==> config.mk <==
export PLATFORM = sky130hd
export DESIGN_NAME = cpu_core
export DESIGN_NICKNAME = d
export VERILOG_FILES = /design/src/cpu_pkg.sv /design/src/fetch_decode.sv /design/src/execute_stage.sv /design/src/memory_stage.sv /design/src/reg_file.sv /design/src/cpu_core.sv
export VERILOG_INCLUDE_DIRS = /design/src
export SDC_FILE = /design/constraint.sdc
export NUM_CORES = 2
export LEC_CHECK = 0
export ABC_AREA = 1
export BUFFER_PORTS_ARGS = -buffer_cell sky130_fd_sc_hd__buf_2
export CELL_PAD_IN_SITES_DETAIL_PLACEMENT = 1
export CELL_PAD_IN_SITES_GLOBAL_PLACEMENT = 1
export CORE_MARGIN = 5
export CORE_UTILIZATION = 35
export CTS_BUF_LIST = sky130_fd_sc_hd__clkbuf_16
export DETAILED_ROUTE_END_ITERATION = 8
export PLACE_DENSITY_LB_ADDON = 0.2
export SYNTH_ARGS = -nofsm -noshare
export SYNTH_HDL_FRONTEND = slang
export SYNTH_SLANG_ARGS = --single-unit
==> constraint.sdc <==
create_clock -name clk -period 13.4 [get_ports clk]
set_input_delay 0.67 -clock clk [delete_from_list [all_inputs] [get_ports clk]]
set_output_delay 0.67 -clock clk [all_outputs]
set_load 0.01 [all_outputs]
==> src/cpu_settings.svh <==
`ifndef CPU_SETTINGS_SVH
`define CPU_SETTINGS_SVH

`define CPU_DATA_W      32
`define CPU_ADDR_W      32
`define CPU_REG_W       5
`define CPU_NOP         32'h0000_0000       // sll $0, $0, 0
`define CPU_PC_STEP     32'd4

`define CPU_OP_SPECIAL  6'b000000
`define CPU_OP_J        6'b000010
`define CPU_OP_BEQ      6'b000100
`define CPU_OP_BNE      6'b000101
`define CPU_OP_ADDI     6'b001000
`define CPU_OP_ADDIU    6'b001001
`define CPU_OP_SLTI     6'b001010
`define CPU_OP_SLTIU    6'b001011
`define CPU_OP_ANDI     6'b001100
`define CPU_OP_ORI      6'b001101
`define CPU_OP_XORI     6'b001110
`define CPU_OP_LUI      6'b001111
`define CPU_OP_LW       6'b100011
`define CPU_OP_SW       6'b101011

`define CPU_FN_SLL      6'b000000
`define CPU_FN_SRL      6'b000010
`define CPU_FN_SRA      6'b000011
`define CPU_FN_SLLV     6'b000100
`define CPU_FN_SRLV     6'b000110
`define CPU_FN_SRAV     6'b000111
`define CPU_FN_ADD      6'b100000
`define CPU_FN_ADDU     6'b100001
`define CPU_FN_SUB      6'b100010
`define CPU_FN_SUBU     6'b100011
`define CPU_FN_AND      6'b100100
`define CPU_FN_OR       6'b100101
`define CPU_FN_XOR      6'b100110
`define CPU_FN_NOR      6'b100111
`define CPU_FN_SLT      6'b101010
`define CPU_FN_SLTU     6'b101011

`define CPU_ALU_ADD     5'h00
`define CPU_ALU_SUB     5'h01
`define CPU_ALU_AND     5'h02
`define CPU_ALU_SLT     5'h03
`define CPU_ALU_OR      5'h04
`define CPU_ALU_XOR     5'h05
`define CPU_ALU_NOR     5'h06
`define CPU_ALU_SLL     5'h07
`define CPU_ALU_SRL     5'h08
`define CPU_ALU_SRA     5'h09
`define CPU_ALU_SLTU    5'h0A
`define CPU_ALU_EQ      5'h0B
`define CPU_ALU_NE      5'h0C

`define CPU_WB_ALU      2'd0
`define CPU_WB_LOAD     2'd1
`define CPU_WB_LUI      2'd2

`define CPU_DST_RD      1'b0
`define CPU_DST_RT      1'b1

`define CPU_A_RS        2'd0
`define CPU_A_RT        2'd1
`define CPU_A_ZERO      2'd2
`define CPU_A_FWD       2'd3

`define CPU_B_RT        2'd0
`define CPU_B_IMM       2'd1
`define CPU_B_SHAMT     2'd2
`define CPU_B_FWD       2'd3

`define CPU_BR_NONE     2'd0
`define CPU_BR_EQ       2'd1
`define CPU_BR_NE       2'd2

`endif

==> src/cpu_pkg.sv <==
`include "cpu_settings.svh"

package cpu_pkg;

    typedef logic [`CPU_DATA_W-1:0] word_t;
    typedef logic [`CPU_ADDR_W-1:0] addr_t;     // byte address
    typedef logic [`CPU_REG_W-1:0]  reg_idx_t;

    typedef logic [4:0] alu_op_t;
    typedef logic [1:0] a_sel_t;
    typedef logic [1:0] b_sel_t;
    typedef logic [1:0] wb_sel_t;               // alu, load or lui
    typedef logic       dst_sel_t;              // rd or rt
    typedef logic [1:0] br_sel_t;

endpackage

==> src/fetch_decode.sv <==
`timescale 1ns/10ps
`include "cpu_settings.svh"

module fetch_decode (
    input  logic               clk,
    input  logic               rst,
    input  logic               i_stall,
    input  cpu_pkg::word_t     i_inst,
    input  logic               i_inst_valid,
    input  cpu_pkg::reg_idx_t  i_wb_dst,
    input  logic               i_redirect,
    input  cpu_pkg::addr_t     i_redirect_pc,
    output cpu_pkg::addr_t     o_inst_addr,
    output cpu_pkg::word_t     o_inst,
    output cpu_pkg::addr_t     o_pc,
    output logic               o_reg_we,
    output cpu_pkg::wb_sel_t   o_wb_sel,
    output cpu_pkg::dst_sel_t  o_dst_sel,
    output cpu_pkg::alu_op_t   o_alu_op,
    output cpu_pkg::a_sel_t    o_a_sel,
    output cpu_pkg::b_sel_t    o_b_sel,
    output logic               o_sign_ext,
    output logic               o_mem_r,
    output logic               o_mem_w,
    output cpu_pkg::br_sel_t   o_br_sel
);

    cpu_pkg::addr_t    pc;
    cpu_pkg::addr_t    pc_next;
    cpu_pkg::reg_idx_t d_dst;
    cpu_pkg::a_sel_t   base_a;
    cpu_pkg::b_sel_t   base_b;
    logic              rs_fwd;
    logic              rt_fwd;
    logic              br_in_exec;
    logic              br_in_mem;
    logic              br_in_wb;
    logic              bubble;
    logic              pc_freeze;

    logic [5:0]        d_op;
    logic [5:0]        d_fn;
    cpu_pkg::reg_idx_t d_rs;
    cpu_pkg::reg_idx_t d_rt;
    cpu_pkg::reg_idx_t d_rd;
    logic [5:0]        n_op;
    cpu_pkg::reg_idx_t n_rs;
    cpu_pkg::reg_idx_t n_rt;

    // predecode of the incoming word
    function automatic logic uses_rs(cpu_pkg::word_t w);
        logic [5:0] fn;
        fn = w[5:0];
        case (w[31:26])
            `CPU_OP_SPECIAL: uses_rs = !(fn == `CPU_FN_SLL || fn == `CPU_FN_SRL ||
                                         fn == `CPU_FN_SRA);
            `CPU_OP_J, `CPU_OP_LUI: uses_rs = 1'b0;
            default: uses_rs = 1'b1;
        endcase
    endfunction

    function automatic logic uses_rt(cpu_pkg::word_t w);
        case (w[31:26])
            `CPU_OP_SPECIAL, `CPU_OP_SW, `CPU_OP_BEQ, `CPU_OP_BNE: uses_rt = 1'b1;
            default: uses_rt = 1'b0;
        endcase
    endfunction

    assign d_op = o_inst[31:26];
    assign d_fn = o_inst[5:0];
    assign d_rs = o_inst[25:21];
    assign d_rt = o_inst[20:16];
    assign d_rd = o_inst[15:11];
    assign n_op = i_inst[31:26];
    assign n_rs = i_inst[25:21];
    assign n_rt = i_inst[20:16];

    assign rs_fwd = (d_rs != '0) && (d_rs == i_wb_dst);     // result sits in writeback reg
    assign rt_fwd = (d_rt != '0) && (d_rt == i_wb_dst);

    always_comb begin
        o_reg_we   = 1'b0;
        o_wb_sel   = `CPU_WB_ALU;
        o_dst_sel  = `CPU_DST_RD;
        o_alu_op   = `CPU_ALU_ADD;
        base_a     = `CPU_A_RS;
        base_b     = `CPU_B_RT;
        o_sign_ext = 1'b0;
        o_mem_r    = 1'b0;
        o_mem_w    = 1'b0;
        o_br_sel   = `CPU_BR_NONE;
        case (d_op)
            `CPU_OP_SPECIAL: begin
                o_reg_we = 1'b1;
                case (d_fn)
                    `CPU_FN_ADD, `CPU_FN_ADDU: o_alu_op = `CPU_ALU_ADD;
                    `CPU_FN_SUB, `CPU_FN_SUBU: o_alu_op = `CPU_ALU_SUB;
                    `CPU_FN_AND:               o_alu_op = `CPU_ALU_AND;
                    `CPU_FN_OR:                o_alu_op = `CPU_ALU_OR;
                    `CPU_FN_XOR:               o_alu_op = `CPU_ALU_XOR;
                    `CPU_FN_NOR:               o_alu_op = `CPU_ALU_NOR;
                    `CPU_FN_SLT:               o_alu_op = `CPU_ALU_SLT;
                    `CPU_FN_SLTU:              o_alu_op = `CPU_ALU_SLTU;
                    `CPU_FN_SLL, `CPU_FN_SLLV: o_alu_op = `CPU_ALU_SLL;
                    `CPU_FN_SRL, `CPU_FN_SRLV: o_alu_op = `CPU_ALU_SRL;
                    `CPU_FN_SRA, `CPU_FN_SRAV: o_alu_op = `CPU_ALU_SRA;
                    default:                   o_reg_we = 1'b0;
                endcase
                if (d_fn[5:3] == 3'b000) begin      // shifts act on rt
                    base_a = `CPU_A_RT;
                    base_b = `CPU_B_SHAMT;
                end
            end
            `CPU_OP_ADDI, `CPU_OP_ADDIU, `CPU_OP_SLTI, `CPU_OP_SLTIU,
            `CPU_OP_ANDI, `CPU_OP_ORI, `CPU_OP_XORI, `CPU_OP_LUI: begin
                o_reg_we   = 1'b1;
                o_dst_sel  = `CPU_DST_RT;
                base_b     = `CPU_B_IMM;
                o_sign_ext = (d_op[2] == 1'b0);      // logical immediates zero-extend
                case (d_op)
                    `CPU_OP_SLTI:              o_alu_op = `CPU_ALU_SLT;
                    `CPU_OP_SLTIU:             o_alu_op = `CPU_ALU_SLTU;
                    `CPU_OP_ANDI:              o_alu_op = `CPU_ALU_AND;
                    `CPU_OP_ORI:               o_alu_op = `CPU_ALU_OR;
                    `CPU_OP_XORI, `CPU_OP_LUI: o_alu_op = `CPU_ALU_XOR;
                    default:                   o_alu_op = `CPU_ALU_ADD;
                endcase
                if (d_op == `CPU_OP_LUI) begin
                    base_a   = `CPU_A_ZERO;
                    o_wb_sel = `CPU_WB_LUI;
                end
            end
            `CPU_OP_LW: begin
                o_reg_we   = 1'b1;
                o_dst_sel  = `CPU_DST_RT;
                o_wb_sel   = `CPU_WB_LOAD;
                base_b     = `CPU_B_IMM;
                o_sign_ext = 1'b1;
                o_mem_r    = 1'b1;
            end
            `CPU_OP_SW: begin
                base_b     = `CPU_B_IMM;
                o_sign_ext = 1'b1;
                o_mem_w    = 1'b1;
            end
            `CPU_OP_BEQ: begin
                o_alu_op = `CPU_ALU_EQ;
                o_br_sel = `CPU_BR_EQ;
            end
            `CPU_OP_BNE: begin
                o_alu_op = `CPU_ALU_NE;
                o_br_sel = `CPU_BR_NE;
            end
            default: ;
        endcase

        o_a_sel = base_a;
        if ((base_a == `CPU_A_RS && rs_fwd) || (base_a == `CPU_A_RT && rt_fwd))
            o_a_sel = `CPU_A_FWD;
        o_b_sel = base_b;
        // on a store, fwd marks the store data and the address keeps the immediate
        if ((base_b == `CPU_B_RT && rt_fwd) || (o_mem_w && rt_fwd) ||
            (base_b == `CPU_B_SHAMT && d_fn[2] && rs_fwd))
            o_b_sel = `CPU_B_FWD;
    end

    assign d_dst = !o_reg_we ? '0 :
                   (o_dst_sel == `CPU_DST_RD) ? d_rd : d_rt;

    assign br_in_exec = (o_br_sel != `CPU_BR_NONE);
    assign bubble     = !i_inst_valid || br_in_exec || br_in_mem || br_in_wb ||
                        (uses_rs(i_inst) && n_rs != '0 && n_rs == d_dst) ||
                        (uses_rt(i_inst) && n_rt != '0 && n_rt == d_dst);

    // a branch holds the pc until memory sends the target
    assign pc_freeze = (bubble || n_op == `CPU_OP_BEQ || n_op == `CPU_OP_BNE) && !i_redirect;
    assign pc_next   = i_redirect ? i_redirect_pc :
                       (n_op == `CPU_OP_J) ? {pc[31:28], i_inst[25:0], 2'b00} :
                       pc + `CPU_PC_STEP;

    assign o_inst_addr = pc;

    always_ff @(posedge clk) begin
        if (rst) begin
            pc        <= '0;
            o_inst    <= `CPU_NOP;
            o_pc      <= '0;
            br_in_mem <= 1'b0;
            br_in_wb  <= 1'b0;
        end else if (!i_stall) begin
            pc        <= pc_freeze ? pc : pc_next;
            o_inst    <= bubble ? `CPU_NOP : i_inst;
            o_pc      <= pc;
            br_in_mem <= br_in_exec;
            br_in_wb  <= br_in_mem;
        end
    end

endmodule

==> src/execute_stage.sv <==
`timescale 1ns/10ps
`include "cpu_settings.svh"

module execute_stage (
    input  logic               clk,
    input  logic               rst,
    input  logic               i_stall,
    input  cpu_pkg::word_t     i_inst,
    input  cpu_pkg::addr_t     i_pc,
    input  logic               i_reg_we,
    input  cpu_pkg::wb_sel_t   i_wb_sel,
    input  cpu_pkg::dst_sel_t  i_dst_sel,
    input  cpu_pkg::alu_op_t   i_alu_op,
    input  cpu_pkg::a_sel_t    i_a_sel,
    input  cpu_pkg::b_sel_t    i_b_sel,
    input  logic               i_sign_ext,
    input  logic               i_mem_r,
    input  logic               i_mem_w,
    input  cpu_pkg::br_sel_t   i_br_sel,
    input  cpu_pkg::word_t     i_rs_data,
    input  cpu_pkg::word_t     i_rt_data,
    input  cpu_pkg::word_t     i_fwd,
    output cpu_pkg::reg_idx_t  o_rs_idx,
    output cpu_pkg::reg_idx_t  o_rt_idx,
    output cpu_pkg::word_t     o_inst,
    output cpu_pkg::addr_t     o_pc,
    output logic               o_reg_we,
    output cpu_pkg::wb_sel_t   o_wb_sel,
    output cpu_pkg::dst_sel_t  o_dst_sel,
    output logic               o_mem_r,
    output logic               o_mem_w,
    output cpu_pkg::br_sel_t   o_br_sel,
    output cpu_pkg::word_t     o_result,
    output cpu_pkg::word_t     o_store_data
);

    cpu_pkg::word_t imm;
    cpu_pkg::word_t alu_a;
    cpu_pkg::word_t alu_b;
    cpu_pkg::word_t alu_out;

    assign o_rs_idx = i_inst[25:21];
    assign o_rt_idx = i_inst[20:16];

    assign imm = {{16{i_sign_ext & i_inst[15]}}, i_inst[15:0]};

    always_comb begin
        case (i_a_sel)
            `CPU_A_RS:   alu_a = i_rs_data;
            `CPU_A_RT:   alu_a = i_rt_data;
            `CPU_A_ZERO: alu_a = '0;
            default:     alu_a = i_fwd;
        endcase
        case (i_b_sel)
            `CPU_B_RT:    alu_b = i_rt_data;
            `CPU_B_IMM:   alu_b = imm;
            `CPU_B_SHAMT: alu_b = i_inst[2] ? i_rs_data : cpu_pkg::word_t'(i_inst[10:6]);
            default:      alu_b = i_mem_w ? imm : i_fwd;
        endcase
    end

    always_comb begin
        case (i_alu_op)
            `CPU_ALU_ADD:  alu_out = alu_a + alu_b;
            `CPU_ALU_SUB:  alu_out = alu_a - alu_b;
            `CPU_ALU_AND:  alu_out = alu_a & alu_b;
            `CPU_ALU_SLT:  alu_out = cpu_pkg::word_t'($signed(alu_a) < $signed(alu_b));
            `CPU_ALU_OR:   alu_out = alu_a | alu_b;
            `CPU_ALU_XOR:  alu_out = alu_a ^ alu_b;
            `CPU_ALU_NOR:  alu_out = ~(alu_a | alu_b);
            `CPU_ALU_SLL:  alu_out = alu_a << alu_b[4:0];
            `CPU_ALU_SRL:  alu_out = alu_a >> alu_b[4:0];
            `CPU_ALU_SRA:  alu_out = $signed(alu_a) >>> alu_b[4:0];
            `CPU_ALU_SLTU: alu_out = cpu_pkg::word_t'(alu_a < alu_b);
            `CPU_ALU_EQ:   alu_out = cpu_pkg::word_t'(alu_a == alu_b);
            `CPU_ALU_NE:   alu_out = cpu_pkg::word_t'(alu_a != alu_b);
            default:       alu_out = '0;
        endcase
    end

    always_ff @(posedge clk) begin
        if (rst) begin
            o_reg_we  <= 1'b0;
            o_wb_sel  <= `CPU_WB_ALU;
            o_dst_sel <= `CPU_DST_RD;
            o_mem_r   <= 1'b0;
            o_mem_w   <= 1'b0;
            o_br_sel  <= `CPU_BR_NONE;
        end else if (!i_stall) begin
            o_reg_we  <= i_reg_we;
            o_wb_sel  <= i_wb_sel;
            o_dst_sel <= i_dst_sel;
            o_mem_r   <= i_mem_r;
            o_mem_w   <= i_mem_w;
            o_br_sel  <= i_br_sel;
        end
    end

    always_ff @(posedge clk) begin
        if (!i_stall) begin
            o_inst       <= i_inst;
            o_pc         <= i_pc;
            o_result     <= alu_out;
            o_store_data <= (i_b_sel == `CPU_B_FWD) ? i_fwd : i_rt_data;
        end
    end

endmodule

==> src/memory_stage.sv <==
`timescale 1ns/10ps
`include "cpu_settings.svh"

module memory_stage (
    input  logic               clk,
    input  logic               rst,
    input  logic               i_stall,
    input  cpu_pkg::word_t     i_inst,
    input  cpu_pkg::addr_t     i_pc,
    input  logic               i_reg_we,
    input  cpu_pkg::wb_sel_t   i_wb_sel,
    input  cpu_pkg::dst_sel_t  i_dst_sel,
    input  logic               i_mem_r,
    input  logic               i_mem_w,
    input  cpu_pkg::br_sel_t   i_br_sel,
    input  cpu_pkg::word_t     i_result,
    input  cpu_pkg::word_t     i_store_data,
    input  cpu_pkg::word_t     i_data_in,
    output cpu_pkg::addr_t     o_data_addr,
    output cpu_pkg::word_t     o_data_out,
    output logic               o_data_we,
    output logic               o_data_rd,
    output logic               o_wb_we,
    output cpu_pkg::reg_idx_t  o_wb_idx,
    output cpu_pkg::word_t     o_wb_data,
    output logic               o_redirect,
    output cpu_pkg::addr_t     o_redirect_pc
);

    cpu_pkg::word_t    wb_next;
    cpu_pkg::reg_idx_t dst_idx;
    cpu_pkg::addr_t    seq_pc;
    cpu_pkg::addr_t    br_offset;

    assign o_data_addr = i_result;
    assign o_data_out  = i_store_data;
    assign o_data_we   = i_mem_w;
    assign o_data_rd   = i_mem_r;

    always_comb begin
        case (i_wb_sel)
            `CPU_WB_LOAD: wb_next = i_data_in;
            `CPU_WB_LUI:  wb_next = {i_result[15:0], 16'b0};
            default:      wb_next = i_result;
        endcase
    end

    // zero index when nothing is written, so decode never forwards from it
    assign dst_idx   = !i_reg_we ? '0 :
                       (i_dst_sel == `CPU_DST_RD) ? i_inst[15:11] : i_inst[20:16];
    assign seq_pc    = i_pc + `CPU_PC_STEP;
    assign br_offset = {{14{i_inst[15]}}, i_inst[15:0], 2'b00};

    always_ff @(posedge clk) begin
        if (rst) begin
            o_wb_we    <= 1'b0;
            o_wb_idx   <= '0;
            o_redirect <= 1'b0;
        end else if (!i_stall) begin
            o_wb_we    <= i_reg_we;
            o_wb_idx   <= dst_idx;
            o_redirect <= (i_br_sel != `CPU_BR_NONE);
        end
    end

    always_ff @(posedge clk) begin
        if (!i_stall) begin
            o_wb_data     <= wb_next;
            o_redirect_pc <= (|i_result) ? seq_pc + br_offset : seq_pc;     // taken on nonzero
        end
    end

endmodule

==> src/reg_file.sv <==
`timescale 1ns/10ps

module reg_file (
    input  logic               clk,
    input  logic               rst,
    input  cpu_pkg::reg_idx_t  i_rs_idx,
    input  cpu_pkg::reg_idx_t  i_rt_idx,
    input  logic               i_we,
    input  cpu_pkg::reg_idx_t  i_w_idx,
    input  cpu_pkg::word_t     i_w_data,
    output cpu_pkg::word_t     o_rs_data,
    output cpu_pkg::word_t     o_rt_data
);

    cpu_pkg::word_t regs [1:31];    // $0 has no storage

    assign o_rs_data = (i_rs_idx == '0) ? '0 : regs[i_rs_idx];
    assign o_rt_data = (i_rt_idx == '0) ? '0 : regs[i_rt_idx];

    always_ff @(posedge clk) begin
        if (rst) begin
            for (int i = 1; i < 32; i++)
                regs[i] <= '0;
        end else if (i_we && i_w_idx != '0) begin
            regs[i_w_idx] <= i_w_data;
        end
    end

endmodule

==> src/cpu_core.sv <==
`timescale 1ns/10ps

module cpu_core (
    input  logic            clk,
    input  logic            rst,
    output cpu_pkg::addr_t  o_inst_addr,
    input  cpu_pkg::word_t  i_inst,
    input  logic            i_inst_valid,
    output cpu_pkg::addr_t  o_data_addr,
    input  cpu_pkg::word_t  i_data_in,
    output cpu_pkg::word_t  o_data_out,
    output logic            o_data_we,
    output logic            o_data_rd,
    input  logic            i_data_ready
);

    logic              stall;

    cpu_pkg::word_t    fd_inst;
    cpu_pkg::addr_t    fd_pc;
    logic              fd_reg_we;
    cpu_pkg::wb_sel_t  fd_wb_sel;
    cpu_pkg::dst_sel_t fd_dst_sel;
    cpu_pkg::alu_op_t  fd_alu_op;
    cpu_pkg::a_sel_t   fd_a_sel;
    cpu_pkg::b_sel_t   fd_b_sel;
    logic              fd_sign_ext;
    logic              fd_mem_r;
    logic              fd_mem_w;
    cpu_pkg::br_sel_t  fd_br_sel;

    cpu_pkg::reg_idx_t ex_rs_idx;
    cpu_pkg::reg_idx_t ex_rt_idx;
    cpu_pkg::word_t    ex_inst;
    cpu_pkg::addr_t    ex_pc;
    logic              ex_reg_we;
    cpu_pkg::wb_sel_t  ex_wb_sel;
    cpu_pkg::dst_sel_t ex_dst_sel;
    logic              ex_mem_r;
    logic              ex_mem_w;
    cpu_pkg::br_sel_t  ex_br_sel;
    cpu_pkg::word_t    ex_result;
    cpu_pkg::word_t    ex_store_data;

    cpu_pkg::word_t    rf_rs_data;
    cpu_pkg::word_t    rf_rt_data;
    logic              wb_we;
    cpu_pkg::reg_idx_t wb_idx;
    cpu_pkg::word_t    wb_data;
    logic              redirect;
    cpu_pkg::addr_t    redirect_pc;

    assign stall = ~i_data_ready;

    fetch_decode i_fetch_decode (
        .clk           (clk),
        .rst           (rst),
        .i_stall       (stall),
        .i_inst        (i_inst),
        .i_inst_valid  (i_inst_valid),
        .i_wb_dst      (wb_idx),
        .i_redirect    (redirect),
        .i_redirect_pc (redirect_pc),
        .o_inst_addr   (o_inst_addr),
        .o_inst        (fd_inst),
        .o_pc          (fd_pc),
        .o_reg_we      (fd_reg_we),
        .o_wb_sel      (fd_wb_sel),
        .o_dst_sel     (fd_dst_sel),
        .o_alu_op      (fd_alu_op),
        .o_a_sel       (fd_a_sel),
        .o_b_sel       (fd_b_sel),
        .o_sign_ext    (fd_sign_ext),
        .o_mem_r       (fd_mem_r),
        .o_mem_w       (fd_mem_w),
        .o_br_sel      (fd_br_sel)
    );

    execute_stage i_execute_stage (
        .clk          (clk),
        .rst          (rst),
        .i_stall      (stall),
        .i_inst       (fd_inst),
        .i_pc         (fd_pc),
        .i_reg_we     (fd_reg_we),
        .i_wb_sel     (fd_wb_sel),
        .i_dst_sel    (fd_dst_sel),
        .i_alu_op     (fd_alu_op),
        .i_a_sel      (fd_a_sel),
        .i_b_sel      (fd_b_sel),
        .i_sign_ext   (fd_sign_ext),
        .i_mem_r      (fd_mem_r),
        .i_mem_w      (fd_mem_w),
        .i_br_sel     (fd_br_sel),
        .i_rs_data    (rf_rs_data),
        .i_rt_data    (rf_rt_data),
        .i_fwd        (wb_data),
        .o_rs_idx     (ex_rs_idx),
        .o_rt_idx     (ex_rt_idx),
        .o_inst       (ex_inst),
        .o_pc         (ex_pc),
        .o_reg_we     (ex_reg_we),
        .o_wb_sel     (ex_wb_sel),
        .o_dst_sel    (ex_dst_sel),
        .o_mem_r      (ex_mem_r),
        .o_mem_w      (ex_mem_w),
        .o_br_sel     (ex_br_sel),
        .o_result     (ex_result),
        .o_store_data (ex_store_data)
    );

    memory_stage i_memory_stage (
        .clk           (clk),
        .rst           (rst),
        .i_stall       (stall),
        .i_inst        (ex_inst),
        .i_pc          (ex_pc),
        .i_reg_we      (ex_reg_we),
        .i_wb_sel      (ex_wb_sel),
        .i_dst_sel     (ex_dst_sel),
        .i_mem_r       (ex_mem_r),
        .i_mem_w       (ex_mem_w),
        .i_br_sel      (ex_br_sel),
        .i_result      (ex_result),
        .i_store_data  (ex_store_data),
        .i_data_in     (i_data_in),
        .o_data_addr   (o_data_addr),
        .o_data_out    (o_data_out),
        .o_data_we     (o_data_we),
        .o_data_rd     (o_data_rd),
        .o_wb_we       (wb_we),
        .o_wb_idx      (wb_idx),
        .o_wb_data     (wb_data),
        .o_redirect    (redirect),
        .o_redirect_pc (redirect_pc)
    );

    reg_file i_reg_file (
        .clk       (clk),
        .rst       (rst),
        .i_rs_idx  (ex_rs_idx),
        .i_rt_idx  (ex_rt_idx),
        .i_we      (wb_we),
        .i_w_idx   (wb_idx),
        .i_w_data  (wb_data),
        .o_rs_data (rf_rs_data),
        .o_rt_data (rf_rt_data)
    );

endmodule

=== Word-level counts from Yosys, hierarchy flattened ===
Memories as Yosys holds them, arrays and structs flattened. A register that Yosys moved wholly into a read port is not among the register bits.
Index checks and enable logic that the tools add are counted.

* Reductions and logical operators: 64
* Bitwise gates (word level): 7
* Order comparisons: 2
* Eq/ne operators: 62
* Mux-type cells: 49
* Shift operators: 3
* Add/sub/neg operators: 5

{| class="wikitable"
|+ Operators by type and width
! operator !! count
|-
| case mux 32 bit (13 select lines) || 1
|-
| 2-to-1 mux 32 bit || 10
|-
| case mux 32 bit (3 select lines) || 2
|-
| equality test 6 bit (second input constant) || 13
|-
| adder 32 x 3 -> 32 bit (second input constant) || 2
|-
| adder 32 bit || 2
|-
| < comparator 32 bit || 2
|-
| case mux 32 bit (2 select lines) || 1
|-
| OR reduction 32 bit || 2
|-
| equality test 6 x 4 -> 1 bit (second input constant) || 9
|-
| 2-to-1 mux 5 bit || 9
|-
| equality test 6 x 3 -> 1 bit (second input constant) || 7
|-
| case mux 4 bit (10 select lines) || 1
|-
| AND 32 bit || 1
|-
| equality test 32 bit || 1
|-
| inequality test 32 bit || 1
|-
| inverter 32 bit || 1
|-
| bitwise OR 32 bit || 1
|-
| << shifter 32 x 5 -> 32 bit || 1
|-
| right shift 32 x 5 -> 32 bit || 1
|-
| >>> shifter 32 x 5 -> 32 bit || 1
|-
| subtractor 32 bit || 1
|-
| bitwise XOR 32 bit || 1
|-
| equality test 6 x 2 -> 1 bit (second input constant) || 5
|-
| other kinds (33) || 116
|}

* Input port bits: 68
* Register bits: 294
* Bits in writable memories: 992
* Logic and storage cells: 214
* Output and inout bits: 98
* Memories: 1

{| class="wikitable"
|+ Memories
! name !! depth !! bits a word !! read ports !! clocked after memory_dff !! write ports !! line !! text
|-
| i_reg_file.regs || 31 || 32 || 2 || 2 || 31 || reg_file.sv:15 || <nowiki>cpu_pkg::word_t regs [1:31];</nowiki>
|}

=== Logic depth before layout (Yosys ltp) ===
* Depth in word-level cells: 14
* Mapped depth: 39
* Gate-level depth less buffers: 37

=== Hierarchy ===
Synthesis repeated with hierarchy kept, for this count alone.

* Cells, all modules: 11674
* Area, all modules: 85177.9 um^2

{| class="wikitable"
|+ Modules (own cells, without submodules)
! module !! area an instance (um^2) !! sequential area each (um^2) !! cells each !! instances
|-
| reg_file || 56575.5 || 30749.5 || 7253 || 1
|-
| execute_stage || 16195.5 || 4003.8 || 2601 || 1
|-
| memory_stage || 6626.4 || 2062.0 || 957 || 1
|-
| fetch_decode || 5776.8 || 1961.9 || 862 || 1
|-
| cpu_core || 3.8 || 0.0 || 1 || 1
|}

=== Worst setup path after synthesis ===
OpenSTA, ideal clock, no wires.

* Path kind: register -> register
* Start: register i_fetch_decode.o_inst[31]
* End: register i_execute_stage.o_result[29], data pin
* Period minus slack after synthesis: 4.572 ns
* Data required time: 13.136 ns
* Path slack: 8.828 ns
* Arrival: 4.308 ns
* Path buffers: 2
* Setup time: 0.264 ns
* Stages on the path, launching flop included: 30
* Cells stage by stage: dfxtp_1 > nor2_4 > nand3_4 > nor2_4 > nor2_1 > nand2_2 > nand2_4 > inv_2 > nand2_2 > nand2_2 > inv_2 > a21oi_1 > clkbuf_1 > o211ai_1 > nand2_1 > inv_1 > ha_1 > clkbuf_1 > nor2_1 > inv_1 > nor4_1 > o21ai_0 > nand3_1 > a21o_1 > a21oi_1 > or2_2 > nand3_1 > o211ai_1 > nor2_1 > nand4_1

* Longest elaborated chain between the ends: 13
* Elaborated cells between the ends (all ways): 72
* Classes of those cells: add/sub (2); eq/ne (30); shift (3); mux (13); bitwise (5); reduce/logical (19)

{| class="wikitable"
|+ RTL lines
! item !! line !! text
|-
| start: declaration || fetch_decode.sv:14 || <nowiki>output cpu_pkg::word_t o_inst,</nowiki>
|-
| start signal: assignment || fetch_decode.sv:186 || <nowiki>o_inst <= `CPU_NOP;</nowiki>
|-
| start signal: assignment || fetch_decode.sv:192 || <nowiki>o_inst <= bubble ? `CPU_NOP : i_inst;</nowiki>
|-
| branches (longest 12 deep; another with subtractor 32 bit) || - ||
|-
| case mux 32 bit (13 select lines) (*) || execute_stage.sv:63 || <nowiki>case (i_alu_op)</nowiki>
|-
| net i_execute_stage.alu_out[29] || execute_stage.sv:40 || <nowiki>cpu_pkg::word_t alu_out;</nowiki>
|-
| end signal: assignment || execute_stage.sv:103 || <nowiki>o_result <= alu_out;</nowiki>
|-
| end: declaration || execute_stage.sv:33 || <nowiki>output cpu_pkg::word_t o_result,</nowiki>
|}

Mark *: on every way through the listed nets, which the timed path passes.
A chain may end at the register's enable or synchronous reset.

==> metrics.log <==
[metrics] die width: 493.1 um
[metrics] Clk pin slew, worst setup/hold paths: 70 ps
[metrics] most common cell after layout, fill and taps aside: sky130_fd_sc_hd__nand2_1
[metrics] H-Tree Level Count: 4
[metrics] number of instances in the synthesized netlist: 10840
[metrics] post-cts hold buffer count: 0
[metrics] number of distinct library cells after synthesis: 65
[metrics] type of origin of the critical path: flop
[metrics] path class of the lowest-slack min-delay path: in2reg
[metrics] number of buffers inserted during clock tree synthesis: 162
[metrics] post-cts gate resize count: 0
[metrics] leading post-synthesis cells by cell area: sky130_fd_sc_hd__edfxtp_1 44%, sky130_fd_sc_hd__nand2_1 16%, sky130_fd_sc_hd__nand3_1 13%
[metrics] ratio of cells with drive above 1 in the final layout: 7.243%
[metrics] Primary FF master, synth: sky130_fd_sc_hd__edfxtp_1
[metrics] Congestion Overflow GR: 0
[metrics] antenna-violating nets left: 0
[metrics] number of enable flip-flop cells after synthesis: 1205
[metrics] FP Rows: 177
[metrics] Power Density: 152.3 nW/um^2
[metrics] Max Transition Viols Final: 0
[metrics] final period demand of the worst path: a little under 9000 ps
[metrics] startpoint of the most critical hold path: i_inst[7]
[metrics] total core area: approximately 230000 um^2
[metrics] RSZ-0062 raised after global routing: no
[metrics] Int Power: 8.248 mW
[metrics] Total GRT Usage: ~33%
[metrics] Detailed Place HPWL: ~270 mm
[metrics] global placement routability congestion: between 1 and 1.5
[metrics] synthesis-to-layout area growth: 10.13%
[metrics] Crit-path slowest cell: sky130_fd_sc_hd__buf_4
[metrics] number of vias after detailed routing: 82890
[metrics] final number of hold-violating endpoints: 0
[metrics] max-cap viol count: 0
[metrics] setup tns final: 0 ps
[metrics] worst stage delay on the critical path: 750 ps
[metrics] first-pass iteration count of the detailed router: 6
[metrics] Synth warnings: 0
[metrics] standard cell area after detailed placement: 84730 um^2
[metrics] actual transition at the worst max-transition pin: 1323 ps
[metrics] Total Wirelength: 416.8 mm
[metrics] detailed-route vias per instance: about 6.0
[metrics] Die H: approximately 490 um
[metrics] worst vdd ir: 0.0001160 V
[metrics] Clk network pwr share: 32.2%
[metrics] Max Buffers Root-to-Sink: 3
[metrics] top-level port count: about 170
[metrics] count of filler cells inserted in the layout: roughly 28000
[metrics] Post-CTS Setup Inserts: 0
[metrics] vias in the first global route: 81120
[metrics] Post-Syn Area per Cell: 7.536 um^2
[metrics] clk_lat worst skew: between 800 and 900 ps
[metrics] share of synthesized area occupied by flip-flops and latches: roughly 47%
[metrics] leakage power: 36.83 nW
[metrics] Critical Path RT: 13980 ps
[metrics] DRT iter0 DRCs: 9391
[metrics] initial antenna violation count: 22
[metrics] Initial Utilization: 35.13%
[metrics] netlist area before placement: about 80000 um^2
[metrics] sequential fraction of design power: 37.0%
[metrics] status: completed
[metrics] switching share of power: 39.79%
[metrics] Design Area, Final: 89980 um^2
[metrics] number of register bits inferred by synthesis: between 1000 and 1500
[metrics] number of clock sinks: 1328
[metrics] NetSw: between 5 and 6 mW
[metrics] number of I/O port buffers: 165
[metrics] final worst-path cycle share: 65.46%
[metrics] critical path type: reg2reg
[metrics] CP dominant cell by count: sky130_fd_sc_hd__nand2_1
[metrics] CTS Root Cell: sky130_fd_sc_hd__clkbuf_16
[metrics] largest net degree at the start of global routing: around 160
[metrics] Post-Route Skew: 31.99 ps
[metrics] post-route DRC violation count: 0
[metrics] global-route wire length before repair: 587.5 mm
[metrics] routed wire length per instance: 30.27 um
[metrics] Setup violations, final: 0
[metrics] Max Fclk: approximately 0.11 GHz
[metrics] dominant cell type by area after synthesis: sky130_fd_sc_hd__edfxtp_1
[metrics] Die ar.: ~240000 um^2
[metrics] number of nets at the end of the flow: approximately 11000
[metrics] CP max FO: roughly 110
[metrics] Post-synth ARST share: 0%
[metrics] type of destination of the critical path: flop
[metrics] commonest non-fill, non-tap cells in the layout: 3386 x sky130_fd_sc_hd__nand2_1, 2100 x sky130_fd_sc_hd__nand3_1, 1293 x sky130_fd_sc_hd__nor2_1
[metrics] relative contribution of combinational cells to total power: 30.8%
[metrics] Slew HR: 11.48%
[metrics] Synth top area share: 44.29%
[metrics] clock tree from TritonCTS: done
[metrics] Arr. time, crit path: 9350 ps
[cell families after synthesis]
logic type,synth area share (%)
AO/OA/AOI/OAI,6.429
other,0.004590
flip-flops,47.31
XOR/XNOR,0.8898
adder cells (fa/ha/maj),2.080
AND/OR/NAND/NOR,36.85
multiplexers,0.02757
buffers and inverters,6.419
[metal layers]
layer	part of all wire, %	up-vias	global-route usage [%]
met3	8.9	939	6.062
met5	0.0038	-	0
met4	6.4	4	18.00
met1	41	41720	44.25
li1	-	35960	-
met2	43	4277	50.25
[area by class of cell]
| type | count | area [um^2] | share of cell area [%] |
|---|---|---|---|
| repair buffers | 373 | 2497 | 2.776 |
| clock buffers | 164 | 4104 | 4.561 |
| diodes | 12 | 30.03 | 0.03337 |
| clock inverters | 135 | 1109 | 1.232 |
| multi-input cells | 8282 | 38080 | 42.32 |
| inverters | 432 | 1668 | 1.854 |
| flip-flops and latches | 1328 | 38680 | 42.99 |
| well taps | 3043 | 3807 | 4.232 |
[cell usage after synthesis (8+ instances only)]
cell                           n
sky130_fd_sc_hd__a211oi_1     12
sky130_fd_sc_hd__a21boi_0      9
sky130_fd_sc_hd__a21o_1       15
sky130_fd_sc_hd__a21oi_1     350
sky130_fd_sc_hd__a221oi_1     32
sky130_fd_sc_hd__a31oi_1      13
sky130_fd_sc_hd__buf_1        87
sky130_fd_sc_hd__buf_2       252
sky130_fd_sc_hd__buf_4        34
sky130_fd_sc_hd__buf_6         8
sky130_fd_sc_hd__clkbuf_1    449
sky130_fd_sc_hd__clkinv_1     14
sky130_fd_sc_hd__dfxtp_1     123
sky130_fd_sc_hd__edfxtp_1   1205
sky130_fd_sc_hd__ha_1        131
sky130_fd_sc_hd__inv_1       388
sky130_fd_sc_hd__inv_2        28
sky130_fd_sc_hd__nand2_1    3435
sky130_fd_sc_hd__nand2_2      10
sky130_fd_sc_hd__nand3_1    2100
sky130_fd_sc_hd__nand3b_1      8
sky130_fd_sc_hd__nand4_1     133
sky130_fd_sc_hd__nor2_1     1296
sky130_fd_sc_hd__nor2_4        9
sky130_fd_sc_hd__nor3_1       54
sky130_fd_sc_hd__nor4_1       21
sky130_fd_sc_hd__o2111ai_1     9
sky130_fd_sc_hd__o211ai_1     69
sky130_fd_sc_hd__o21ai_0     308
sky130_fd_sc_hd__o21ai_1      15
sky130_fd_sc_hd__o21bai_1      8
sky130_fd_sc_hd__o221ai_1     12
sky130_fd_sc_hd__o22ai_1      16
sky130_fd_sc_hd__o31ai_1      15
sky130_fd_sc_hd__or2_2        24
sky130_fd_sc_hd__xnor2_1      25
sky130_fd_sc_hd__xor2_1       58
[through the flow]
stage	hold WS (ps)	total power, mW	worst slack (ps)	std cells	util, %
global route	104.7	14.13	4318	13760	38.68
detailed placement	411.7	9.206	4891	13460	36.44
CTS	62.11	13.61	4879	13760	38.68
floorplan	400.3	7.345	8828	10870	-
global placement	404.6	9.181	4889	13460	36.44
finish	131.9	13.70	4629	13770	38.69
[sequential cells by signal (all words and copies together) (netlist names), 32 cells and up, named ones only]
register	cells
i_reg_file.regs	1024
i_execute_stage.o_pc	32
i_execute_stage.o_result	32
i_execute_stage.o_store_data	32
i_fetch_decode.o_inst	32
i_fetch_decode.o_inst_addr	32
i_fetch_decode.o_pc	32
i_memory_stage.o_redirect_pc	32
i_memory_stage.o_wb_data	32
[power by group through the flow]
stage	logic [mW]	registers, mW	clock network, mW
after floorplan	2.32	5.02	0
after global placement	4.04	5.14	0
after detailed placement	4.06	5.14	0
after CTS	4.09	5.06	4.46
after global routing	4.42	5.09	4.62
final	4.21	5.07	4.41
[final timing paths]
check,endpoint,slack (ps),cells past startpoint
max reg2reg,i_execute_stage.o_result[18],4630,34
max,i_execute_stage.o_result[18],4630,34
min,i_fetch_decode.o_inst[7],130,3
min reg2reg,i_execute_stage.o_pc[27],420,0
[critical path, delay by kind of cell, from the launching register on]
family,cells,cell delay [ps]
flip-flops,1,440
buffers and inverters,6,3290
AND/OR/NAND/NOR,21,2490
adder cells (fa/ha/maj),1,570
AO/OA/AOI/OAI,6,1410
Power figures use the tool's default switching activity.
